## src/wave_config.svh

```systemverilog
`ifndef WAVE_CONFIG_SVH
`define WAVE_CONFIG_SVH

// ------------------------------------------------------------
// Voice count and SID cycle timing
// ------------------------------------------------------------
// Three voices share one datapath
`define NUM_VOICES     3
// Clocks per SID cycle, needs at least NUM_VOICES + 2
`define CYCLE_CLKS     8

// ------------------------------------------------------------
// Oscillator and noise generator
// ------------------------------------------------------------
`define ACC_WIDTH      24
// Noise shift register and its feedback tap
`define LFSR_WIDTH     23
`define LFSR_TAP       17
// Accumulator bit whose rising edge clocks the noise register
`define NOISE_CLK_BIT  19

`endif

```

## src/sid_pkg.sv

```systemverilog
`include "wave_config.svh"

package sid_pkg;

    // Voice number, 0 to 2
    typedef logic [1:0] voice_idx_t;

    // Control register bits, sync sits at bit 0 and noise at bit 6
    typedef struct packed {
        logic noise;
        logic pulse;
        logic sawtooth;
        logic triangle;
        logic test;
        logic ring;
        logic sync;
    } control_t;

    // Full register set of one voice
    typedef struct packed {
        logic [15:0] freq;
        logic [11:0] pw;
        control_t    control;
    } voice_regs_t;

    // Oscillator state kept per voice
    typedef struct packed {
        logic [`ACC_WIDTH-1:0] acc;
    } osc_state_t;

    // Noise state kept per voice
    typedef struct packed {
        logic [`LFSR_WIDTH-1:0] lfsr;
        logic                   bit19_prev;
    } noise_state_t;

    // Sample leaving the chip, tagged with its voice
    typedef struct packed {
        voice_idx_t  voice;
        logic [11:0] wav;
    } wav_out_t;

    typedef enum logic [1:0] {
        IDLE,
        V0,
        V1,
        V2
    } seq_state_t;

endpackage

```

## src/cycle_timer.sv

```systemverilog
`timescale 1ns/1ps
`include "wave_config.svh"

module cycle_timer (
    input  logic clk,
    input  logic rst_n,
    output logic cycle_start
);

    localparam int CNT_W = $clog2(`CYCLE_CLKS);

    logic [CNT_W-1:0] cnt;
    logic             wrap;

    // Last clock of the SID cycle
    assign wrap = (cnt == CNT_W'(`CYCLE_CLKS - 1));

    always_ff @(posedge clk or negedge rst_n) begin
        if (!rst_n) begin
            cnt         <= '0;
            cycle_start <= 1'b0;
        end else begin
            // Pulse on the first clock of the next cycle
            cycle_start <= wrap;
            cnt         <= wrap ? '0 : cnt + 1'b1;
        end
    end

endmodule

```

## src/voice_sequencer.sv

```systemverilog
`timescale 1ns/1ps

module voice_sequencer (
    input  logic                clk,
    input  logic                rst_n,
    input  logic                cycle_start,
    output logic                step,
    output sid_pkg::voice_idx_t voice,
    output logic                cycle_end
);
    import sid_pkg::*;

    seq_state_t state;
    seq_state_t state_next;

    // Walk V0, V1, V2 once per SID cycle
    always_comb begin
        state_next = state;
        case (state)
            IDLE: begin
                if (cycle_start) begin
                    state_next = V0;
                end
            end
            V0:      state_next = V1;
            V1:      state_next = V2;
            default: state_next = IDLE;
        endcase
    end

    always_ff @(posedge clk or negedge rst_n) begin
        if (!rst_n) begin
            state <= IDLE;
        end else begin
            state <= state_next;
        end
    end

    // Datapath strobes decoded from the state
    always_comb begin
        step      = (state != IDLE);
        // Last voice commits the MSB rise flags
        cycle_end = (state == V2);
        case (state)
            V1:      voice = voice_idx_t'(1);
            V2:      voice = voice_idx_t'(2);
            default: voice = voice_idx_t'(0);
        endcase
    end

endmodule

```

## src/voice_regfile.sv

```systemverilog
`timescale 1ns/1ps
`include "wave_config.svh"

module voice_regfile (
    input  logic                 clk,
    input  logic                 rst_n,
    input  logic                 wb_cyc,
    input  logic                 wb_stb,
    input  logic                 wb_we,
    input  logic [3:0]           wb_adr,
    input  logic [15:0]          wb_dat_w,
    output logic [15:0]          wb_dat_r,
    output logic                 wb_ack,
    input  sid_pkg::voice_idx_t  voice,
    output sid_pkg::voice_regs_t regs
);
    import sid_pkg::*;

    voice_regs_t regs_q [`NUM_VOICES];
    voice_idx_t  adr_voice;
    logic [1:0]  adr_field;
    logic        adr_hit;
    logic        req;
    // Ack already given, waiting for stb to drop
    logic        held;

    // ------------------------------------------------------------
    // Address decode, four slots per voice
    // ------------------------------------------------------------
    assign adr_voice = wb_adr[3:2];
    assign adr_field = wb_adr[1:0];
    // Slot 3 and voices past the last are unmapped
    assign adr_hit   = (adr_voice < `NUM_VOICES) && (adr_field != 2'd3);
    assign req       = wb_cyc && wb_stb && !held;

    // Single clock ack, one clock after the request
    always_ff @(posedge clk or negedge rst_n) begin
        if (!rst_n) begin
            wb_ack <= 1'b0;
            held   <= 1'b0;
        end else begin
            wb_ack <= req;
            if (req) begin
                held <= 1'b1;
            end else if (!wb_stb) begin
                held <= 1'b0;
            end
        end
    end

    // Write lands on the same edge that raises ack
    always_ff @(posedge clk or negedge rst_n) begin
        if (!rst_n) begin
            for (int i = 0; i < `NUM_VOICES; i++) begin
                regs_q[i] <= '0;
            end
        end else if (req && wb_we && adr_hit) begin
            case (adr_field)
                2'd0:    regs_q[adr_voice].freq    <= wb_dat_w;
                2'd1:    regs_q[adr_voice].pw      <= wb_dat_w[11:0];
                default: regs_q[adr_voice].control <= control_t'(wb_dat_w[6:0]);
            endcase
        end
    end

    // Read mux, unmapped slots give zero
    always_comb begin
        wb_dat_r = '0;
        if (adr_hit) begin
            case (adr_field)
                2'd0:    wb_dat_r = regs_q[adr_voice].freq;
                2'd1:    wb_dat_r = {4'b0, regs_q[adr_voice].pw};
                default: wb_dat_r = {9'b0, regs_q[adr_voice].control};
            endcase
        end
    end

    // Register set of the voice being stepped
    assign regs = regs_q[voice];

endmodule

```

## src/voice_store.sv

```systemverilog
`timescale 1ns/1ps
`include "wave_config.svh"

module voice_store #(
    parameter type      payload_t = logic [23:0],
    parameter payload_t RESET_VAL = '0
) (
    input  logic                clk,
    input  logic                rst_n,
    input  sid_pkg::voice_idx_t rd_voice,
    output payload_t            rd_data,
    input  logic                wr_en,
    input  payload_t            wr_data
);

    payload_t mem [`NUM_VOICES];

    // Asynchronous read of the addressed voice
    assign rd_data = mem[rd_voice];

    // Write back to the same voice
    always_ff @(posedge clk or negedge rst_n) begin
        if (!rst_n) begin
            for (int i = 0; i < `NUM_VOICES; i++) begin
                mem[i] <= RESET_VAL;
            end
        end else if (wr_en) begin
            mem[rd_voice] <= wr_data;
        end
    end

endmodule

```

## src/phase_accumulator.sv

```systemverilog
`timescale 1ns/1ps
`include "wave_config.svh"

module phase_accumulator (
    input  logic                  clk,
    input  logic                  rst_n,
    input  logic                  step,
    input  logic                  cycle_end,
    input  sid_pkg::voice_idx_t   voice,
    input  sid_pkg::voice_regs_t  regs,
    output logic [`ACC_WIDTH-1:0] acc,
    output logic                  src_msb
);
    import sid_pkg::*;

    localparam int MSB = `ACC_WIDTH - 1;

    osc_state_t             osc_rd;
    osc_state_t             osc_wr;
    voice_idx_t             src;
    logic                   synced;
    // Stored MSB per voice, feeds ring modulation
    logic [`NUM_VOICES-1:0] msb_q;
    // MSB rises collected during this SID cycle
    logic [`NUM_VOICES-1:0] rise_cur;
    // Rises of the previous SID cycle, used for sync
    logic [`NUM_VOICES-1:0] rise_prev;
    logic [`NUM_VOICES-1:0] rise_next;

    voice_store #(
        .payload_t (osc_state_t),
        .RESET_VAL (osc_state_t'('0))
    ) u_store (
        .clk      (clk),
        .rst_n    (rst_n),
        .rd_voice (voice),
        .rd_data  (osc_rd),
        .wr_en    (step),
        .wr_data  (osc_wr)
    );

    // ------------------------------------------------------------
    // Accumulate, test reset and hard sync
    // ------------------------------------------------------------
    always_comb begin
        // Source of voice v is v+2 mod 3, the previous voice
        src    = (voice == '0) ? voice_idx_t'(`NUM_VOICES - 1) : voice - 1'b1;
        synced = regs.control.sync && rise_prev[src];
        if (regs.control.test || synced) begin
            osc_wr.acc = '0;
        end else begin
            osc_wr.acc = osc_rd.acc + {{(`ACC_WIDTH - 16){1'b0}}, regs.freq};
        end
        // A reset accumulator never counts as a rise
        rise_next        = rise_cur;
        rise_next[voice] = ~osc_rd.acc[MSB] & osc_wr.acc[MSB];
        acc              = osc_wr.acc;
        src_msb          = msb_q[src];
    end

    always_ff @(posedge clk or negedge rst_n) begin
        if (!rst_n) begin
            msb_q     <= '0;
            rise_cur  <= '0;
            rise_prev <= '0;
        end else begin
            if (step) begin
                msb_q[voice] <= osc_wr.acc[MSB];
                rise_cur     <= rise_next;
            end
            // Commit includes the rise of the last voice
            if (cycle_end) begin
                rise_prev <= rise_next;
            end
        end
    end

endmodule

```

## src/noise_lfsr.sv

```systemverilog
`timescale 1ns/1ps
`include "wave_config.svh"

module noise_lfsr (
    input  logic                clk,
    input  logic                rst_n,
    input  logic                step,
    input  sid_pkg::voice_idx_t voice,
    input  logic                test,
    input  logic                acc_bit,
    output logic [7:0]          noise
);
    import sid_pkg::*;

    localparam int W = `LFSR_WIDTH;
    // Register starts full of ones
    localparam noise_state_t NOISE_RESET = '{lfsr: {W{1'b1}}, bit19_prev: 1'b0};

    noise_state_t nrd;
    noise_state_t nwr;
    logic         clk_rise;

    voice_store #(
        .payload_t (noise_state_t),
        .RESET_VAL (NOISE_RESET)
    ) u_store (
        .clk      (clk),
        .rst_n    (rst_n),
        .rd_voice (voice),
        .rd_data  (nrd),
        .wr_en    (step),
        .wr_data  (nwr)
    );

    always_comb begin
        clk_rise       = acc_bit & ~nrd.bit19_prev;
        nwr.bit19_prev = acc_bit;
        if (test) begin
            nwr.lfsr = {W{1'b1}};
        end else if (clk_rise) begin
            // Shift left, feedback from the top bit and the tap
            nwr.lfsr = {nrd.lfsr[W-2:0], nrd.lfsr[W-1] ^ nrd.lfsr[`LFSR_TAP]};
        end else begin
            nwr.lfsr = nrd.lfsr;
        end
        // Eight output taps, MSB first
        noise = {nwr.lfsr[20], nwr.lfsr[18], nwr.lfsr[14], nwr.lfsr[11],
                 nwr.lfsr[9], nwr.lfsr[5], nwr.lfsr[2], nwr.lfsr[0]};
    end

endmodule

```

## src/waveform_mixer.sv

```systemverilog
`timescale 1ns/1ps
`include "wave_config.svh"

module waveform_mixer (
    input  logic                  clk,
    input  logic                  rst_n,
    input  logic                  step,
    input  sid_pkg::voice_idx_t   voice,
    input  sid_pkg::voice_regs_t  regs,
    input  logic [`ACC_WIDTH-1:0] acc,
    input  logic                  src_msb,
    input  logic [7:0]            noise,
    output logic                  wav_valid,
    output sid_pkg::wav_out_t     wav_out
);
    import sid_pkg::*;

    control_t    ctl;
    logic        tri_msb;
    logic        pulse_hi;
    logic [11:0] saw;
    logic [11:0] tri_wav;
    logic [11:0] pulse_wav;
    logic [11:0] noise_wav;
    logic [11:0] mix;

    // ------------------------------------------------------------
    // Waveform generation
    // ------------------------------------------------------------
    always_comb begin
        ctl       = regs.control;
        saw       = acc[`ACC_WIDTH-1 -: 12];
        // Ring swaps in the inverted source MSB
        tri_msb   = acc[`ACC_WIDTH-1] ^ (ctl.ring & ~src_msb);
        // Fold on the triangle MSB and shift left by one
        tri_wav   = {saw[10:0] ^ {11{tri_msb}}, 1'b0};
        // Test forces pulse high
        pulse_hi  = (saw >= regs.pw) || ctl.test;
        pulse_wav = {12{pulse_hi}};
        noise_wav = {noise, 4'b0};

        // Selected waveforms combine by AND
        mix = 12'hfff;
        if (ctl.triangle) begin
            mix = mix & tri_wav;
        end
        if (ctl.sawtooth) begin
            mix = mix & saw;
        end
        if (ctl.pulse) begin
            mix = mix & pulse_wav;
        end
        if (ctl.noise) begin
            mix = mix & noise_wav;
        end
        // Waveform 0 is silent
        if (!(ctl.triangle || ctl.sawtooth || ctl.pulse || ctl.noise)) begin
            mix = '0;
        end
    end

    always_ff @(posedge clk or negedge rst_n) begin
        if (!rst_n) begin
            wav_valid <= 1'b0;
        end else begin
            wav_valid <= step;
        end
    end

    // Sample and its voice tag
    always_ff @(posedge clk) begin
        if (step) begin
            wav_out.voice <= voice;
            wav_out.wav   <= mix;
        end
    end

endmodule

```

## src/sid_voice_top.sv

```systemverilog
`timescale 1ns/1ps
`include "wave_config.svh"

module sid_voice_top (
    input  logic              clk,
    input  logic              rst_n,
    input  logic              wb_cyc,
    input  logic              wb_stb,
    input  logic              wb_we,
    input  logic [3:0]        wb_adr,
    input  logic [15:0]       wb_dat_w,
    output logic [15:0]       wb_dat_r,
    output logic              wb_ack,
    output logic              wav_valid,
    output sid_pkg::wav_out_t wav_out
);
    import sid_pkg::*;

    logic                  cycle_start;
    logic                  step;
    logic                  cycle_end;
    voice_idx_t            voice;
    voice_regs_t           regs;
    logic [`ACC_WIDTH-1:0] acc;
    logic                  src_msb;
    logic [7:0]            noise;

    // ------------------------------------------------------------
    // Control path
    // ------------------------------------------------------------
    cycle_timer u_timer (
        .clk         (clk),
        .rst_n       (rst_n),
        .cycle_start (cycle_start)
    );

    voice_sequencer u_seq (
        .clk         (clk),
        .rst_n       (rst_n),
        .cycle_start (cycle_start),
        .step        (step),
        .voice       (voice),
        .cycle_end   (cycle_end)
    );

    voice_regfile u_regs (
        .clk      (clk),
        .rst_n    (rst_n),
        .wb_cyc   (wb_cyc),
        .wb_stb   (wb_stb),
        .wb_we    (wb_we),
        .wb_adr   (wb_adr),
        .wb_dat_w (wb_dat_w),
        .wb_dat_r (wb_dat_r),
        .wb_ack   (wb_ack),
        .voice    (voice),
        .regs     (regs)
    );

    // ------------------------------------------------------------
    // Shared voice datapath
    // ------------------------------------------------------------
    phase_accumulator u_acc (
        .clk       (clk),
        .rst_n     (rst_n),
        .step      (step),
        .cycle_end (cycle_end),
        .voice     (voice),
        .regs      (regs),
        .acc       (acc),
        .src_msb   (src_msb)
    );

    // Noise clocked from the freshly updated accumulator
    noise_lfsr u_noise (
        .clk     (clk),
        .rst_n   (rst_n),
        .step    (step),
        .voice   (voice),
        .test    (regs.control.test),
        .acc_bit (acc[`NOISE_CLK_BIT]),
        .noise   (noise)
    );

    waveform_mixer u_mix (
        .clk       (clk),
        .rst_n     (rst_n),
        .step      (step),
        .voice     (voice),
        .regs      (regs),
        .acc       (acc),
        .src_msb   (src_msb),
        .noise     (noise),
        .wav_valid (wav_valid),
        .wav_out   (wav_out)
    );

endmodule

```

## config.mk

```make
export PLATFORM = sky130hd
export DESIGN_NAME = sid_voice_top
export DESIGN_NICKNAME = d
export VERILOG_FILES = /design/src/sid_pkg.sv /design/src/cycle_timer.sv /design/src/voice_sequencer.sv /design/src/voice_regfile.sv /design/src/voice_store.sv /design/src/phase_accumulator.sv /design/src/noise_lfsr.sv /design/src/waveform_mixer.sv /design/src/sid_voice_top.sv
export VERILOG_INCLUDE_DIRS = /design/src
export SDC_FILE = /design/constraint.sdc
export NUM_CORES = 1
export LEC_CHECK = 0
export BUFFER_PORTS_ARGS = -buffer_cell sky130_fd_sc_hd__buf_2
export CAP_MARGIN = 10
export CORE_MARGIN = 2
export CORE_UTILIZATION = 43
export CTS_CLUSTER_DIAMETER = 40
export DETAILED_ROUTE_END_ITERATION = 12
export PLACE_DENSITY = 0.58
export SLEW_MARGIN = 0
export SYNTH_ARGS = -nofsm -noshare
export SYNTH_HDL_FRONTEND = slang
export SYNTH_SLANG_ARGS = --single-unit
```

## constraint.sdc

```tcl
create_clock -name clk -period 5.8 [get_ports clk]
set_input_delay 0 -clock clk [delete_from_list [all_inputs] [get_ports clk]]
set_output_delay 0 -clock clk [all_outputs]
set_load 0.05 [all_outputs]
```

==> impl_metrics.yaml <==
synth:
  post_synth_edffs: 14
  synth_ff_type: "dfrtp_1"
  yosys.cell_types.count: 79
  synth_top_cells_by_count: "nor2_1 (195), dfrtp_1 (191), mux2_2 (170)"
  synthesis.yosys.warnings: 0
  postSynthNetCount: 1501
  post-synth-top-area-cell: "dfrtp_1"
  synth.cell_area_um2: 15100
  synthesis.area_per_instance_um2: 10.5
  ys_seq_elements: 274
  synthCells: 1438
  netlist.area_leader.share: 0.317
  synthArstFlopShare: 0.949
  synth_seq_area_share: 0.466
  ys_top_cells_by_area: "dfrtp_1 (32%), mux2_2 (13%), dfstp_2 (12%), mux2i_1 (7.7%), nor2_1 (4.9%)"
  yosys.cell_count.top_type: "nor2_1"
grt:
  grt.overflow.total: 0
  pin_count_of_the_biggest_net_entering_global_routing: 169
  via_count_of_the_first_global_routing_pass: 11450
  global_route_wire_length_before_repair_um: 64600
  grt_usage: 0.227
  grt_antenna_before_repair: 1
placement:
  finalWeightedCongestion: 0.856
  placement.io_buffers: 56
  hpwlAfterDp_um: 26900
route:
  vias: 11330
  first_iter_violations: 683
  detailedRoute.firstPassIterationCount: 4
  vias_per_cell: 5.67
  detail_route.drc_violations: 0
  route.antenna.remaining_nets: 0
  detail_routed_net_length_per_standard_cell_um: 20.4
  finalWirelength_um: 40800
clock_tree:
  cts.repair_timing.setup_buffer_count: 0
  clk_transition_reported_paths_ns: 0.05
  clock_tree.htree_level_count: 2
  insertion_delay_ns: 0.55
  ctsLongestPathBuffers: 3
  cts_root_buf: "clkbuf_16"
  tritoncts: "yes"
  clock_sinks: 274
  cts_inserted_buffers: 43
timing:
  setup-tns-final_ns: 0
  clock_skew_ns: 0.0321
  rel_slew_slack: 0.311
  drv_slew: 0
  measured_slew_at_the_worst_slew_check_pin_ns: 1.03
  final.period_utilization: 0.935
  layout_min_cycle_time_ns: 5.43
  finalHoldViolations: 0
  setup_repair_after_global_routing_missed_its_margin: "no"
  setup_viol: 0
  max_clock_freq_mhz: 184
power_and_ir_drop:
  ir_drop_uv: 248
  leakage_nw: 7.68
  power_density_nw_per_um2: 350
final_layout:
  post_route_cells_drive_above_1_share: 0.298
  nets: 1571
  areaGrowthSynthToFinish_pct: 16.7
  final_util: 0.508
  num-fill-cells: 3187
status:
  outcome: "completed"
worst_setup_path:
  endpoint_of_the_worst_slack_reg_to_reg_timing_path: "u_mix.wav_out[4]"
  worst-endpoint-required_ns: 6.05
  regToRegSetupSlack_ns: 0.37
  cp_max_fo: 24
  worstPathCellList: "ha_4 > buf_4 > mux2i_1 > o21ai_0 > buf_4 > ha_1 > nand3_1 > a31oi_1 > o2111ai_1 > a31o_4 > or3_1 > a21oi_2 > ha_1 > a2111oi_0 > o21ai_0 > a21oi_1 > a21oi_2 > o21ai_0 > a221oi_1"
  crit_family: "compound AO/OA/AOI/OAI gates"
  crit_path_end: "u_mix.wav_out[4]"
  cp-end-kind: "flip-flop"
  cpPeakStageDelay_ns: 0.51
  reg2reg_from: "u_seq.state[1]"
  critPathArrivalTime_ns: 5.68
  setup.worst_path.class: "flip-flop to flip-flop"
  crit_path_frequent_cell: "o21ai_0"
  rr_worst_depth: 19
  crit_path_start: "u_seq.state[1]"
  timing.critical_path.depth: 19
  crit_buf_inv: 2
  timing.critical_path.from_type: "flip-flop"
  cpMaxStageDelayCell: "dfrtp_1"
die:
  fp-row-count: 68
  io_pins: 57
  die_area_um2: 36500
  die_width_um: 191
  core_area_um2: 34500
  dieHeight_um: 191
  floorplan.initialDensity: 0.436
run:
  cap_violations: 0
min_path:
  worst_hold_class: "input pin to asynchronous set/reset pin"
power by group:
group          leakage [nW]  switching, mW  internal, mW
Clock                 0.720          0.943          1.68
Combinational          3.52          0.628         0.470
Sequential             3.43          0.156          2.28
Total                  7.68           1.73          4.43
final cells by class:
type,count,area (µm²),area share
antenna,1,2.50,0.000142
clock buffer,53,1180,0.0674
clock inverter,26,295,0.0168
inverter,20,75.1,0.00427
multi-input combinational,1054,7630,0.434
sequential,274,7010,0.399
tap,455,569,0.0324
timing repair buffer,115,796,0.0453
how the worst min path moves through the flow:
stage                      from                    end  cells past startpoint
after floorplan           rst_n         u_acc.msb_q[0]                      0
after global placement    rst_n  u_acc.u_store.mem[41]                      1
after detailed placement  rst_n  u_acc.u_store.mem[63]                      1
after CTS                 rst_n  u_acc.u_store.mem[64]                      2
after global routing      rst_n  u_acc.u_store.mem[64]                      2
final                     rst_n        u_mix.wav_valid                      2
placed cells by master, fill, tap and decap left out, drive strengths merged, types with 12 or more instances in the layout:
cell	n
clkbuf	53
nand3	21
nand2	80
inv	25
buf	95
dfstp	69
nor3	14
mux2i	116
nor2	195
a211oi	31
ha	37
dlygate4sd3	20
mux2	170
o21ai	94
xnor2	13
edfxtp	14
dfrtp	191
nor2b	12
a21oi	146
routing by layer:
layer	vias to the layer above	routed length, µm	global-route usage	part of all wire
met5	-	0	0	0
met4	0	980	0.0675	0.024
met3	68	1870	0.0409	0.046
met2	236	19400	0.376	0.47
met1	5697	18600	0.304	0.46
li1	5329	-	-	-
sequential cells by signal (all words and copies together) (netlist names):
signal / cells
u_noise.u_store.mem: 69
u_timer.cycle_start: 1
u_regs.held: 1
u_mix.wav_out: 14
u_regs.regs_q: 105
u_timer.cnt: 3
u_acc.msb_q: 2
u_mix.wav_valid: 1
u_regs.wb_ack: 1
u_acc.u_store.mem: 70
u_acc.rise_cur: 2
u_acc.rise_prev: 3
u_seq.state: 2
through the flow:
step	setup slack, ns	cells	hold WS [ns]	instance area, µm²	power (mW)
global placement	0.419	1898	0.0901	15900	3.52
detailed placement	0.331	1898	0.0969	15900	3.54
CTS	0.299	1997	0.0973	17600	6.20
global route	0.00491	1997	0.145	17600	6.45
floorplan	0.120	1438	-0.296	15100	3.20
finish	0.374	1998	0.0972	17600	6.15
logic make-up (layout without fill, tap and decap cells):
family / after synthesis / in the layout / share of synthesized area
AOI/OAI and AO/OA: 352 / 352 / 0.148
muxes: 286 / 286 / 0.204
DFF: 274 / 274 / 0.466
buffers and inverters: 110 / 214 / 0.0313
other: 0 / 1 / 0
xor gates and xnor gates: 19 / 19 / 0.0111
and+or+nand+nor: 359 / 359 / 0.107
adders and majority gates: 38 / 38 / 0.0321
timing repair:
action | in CTS | in global routing
endpoints found under the hold margin | 199 | 0
hold buffers | 20 | 0
gates resized for setup | 0 | 2
endpoints found under the setup margin | 0 | 8
Power figures use the tool's default switching activity.
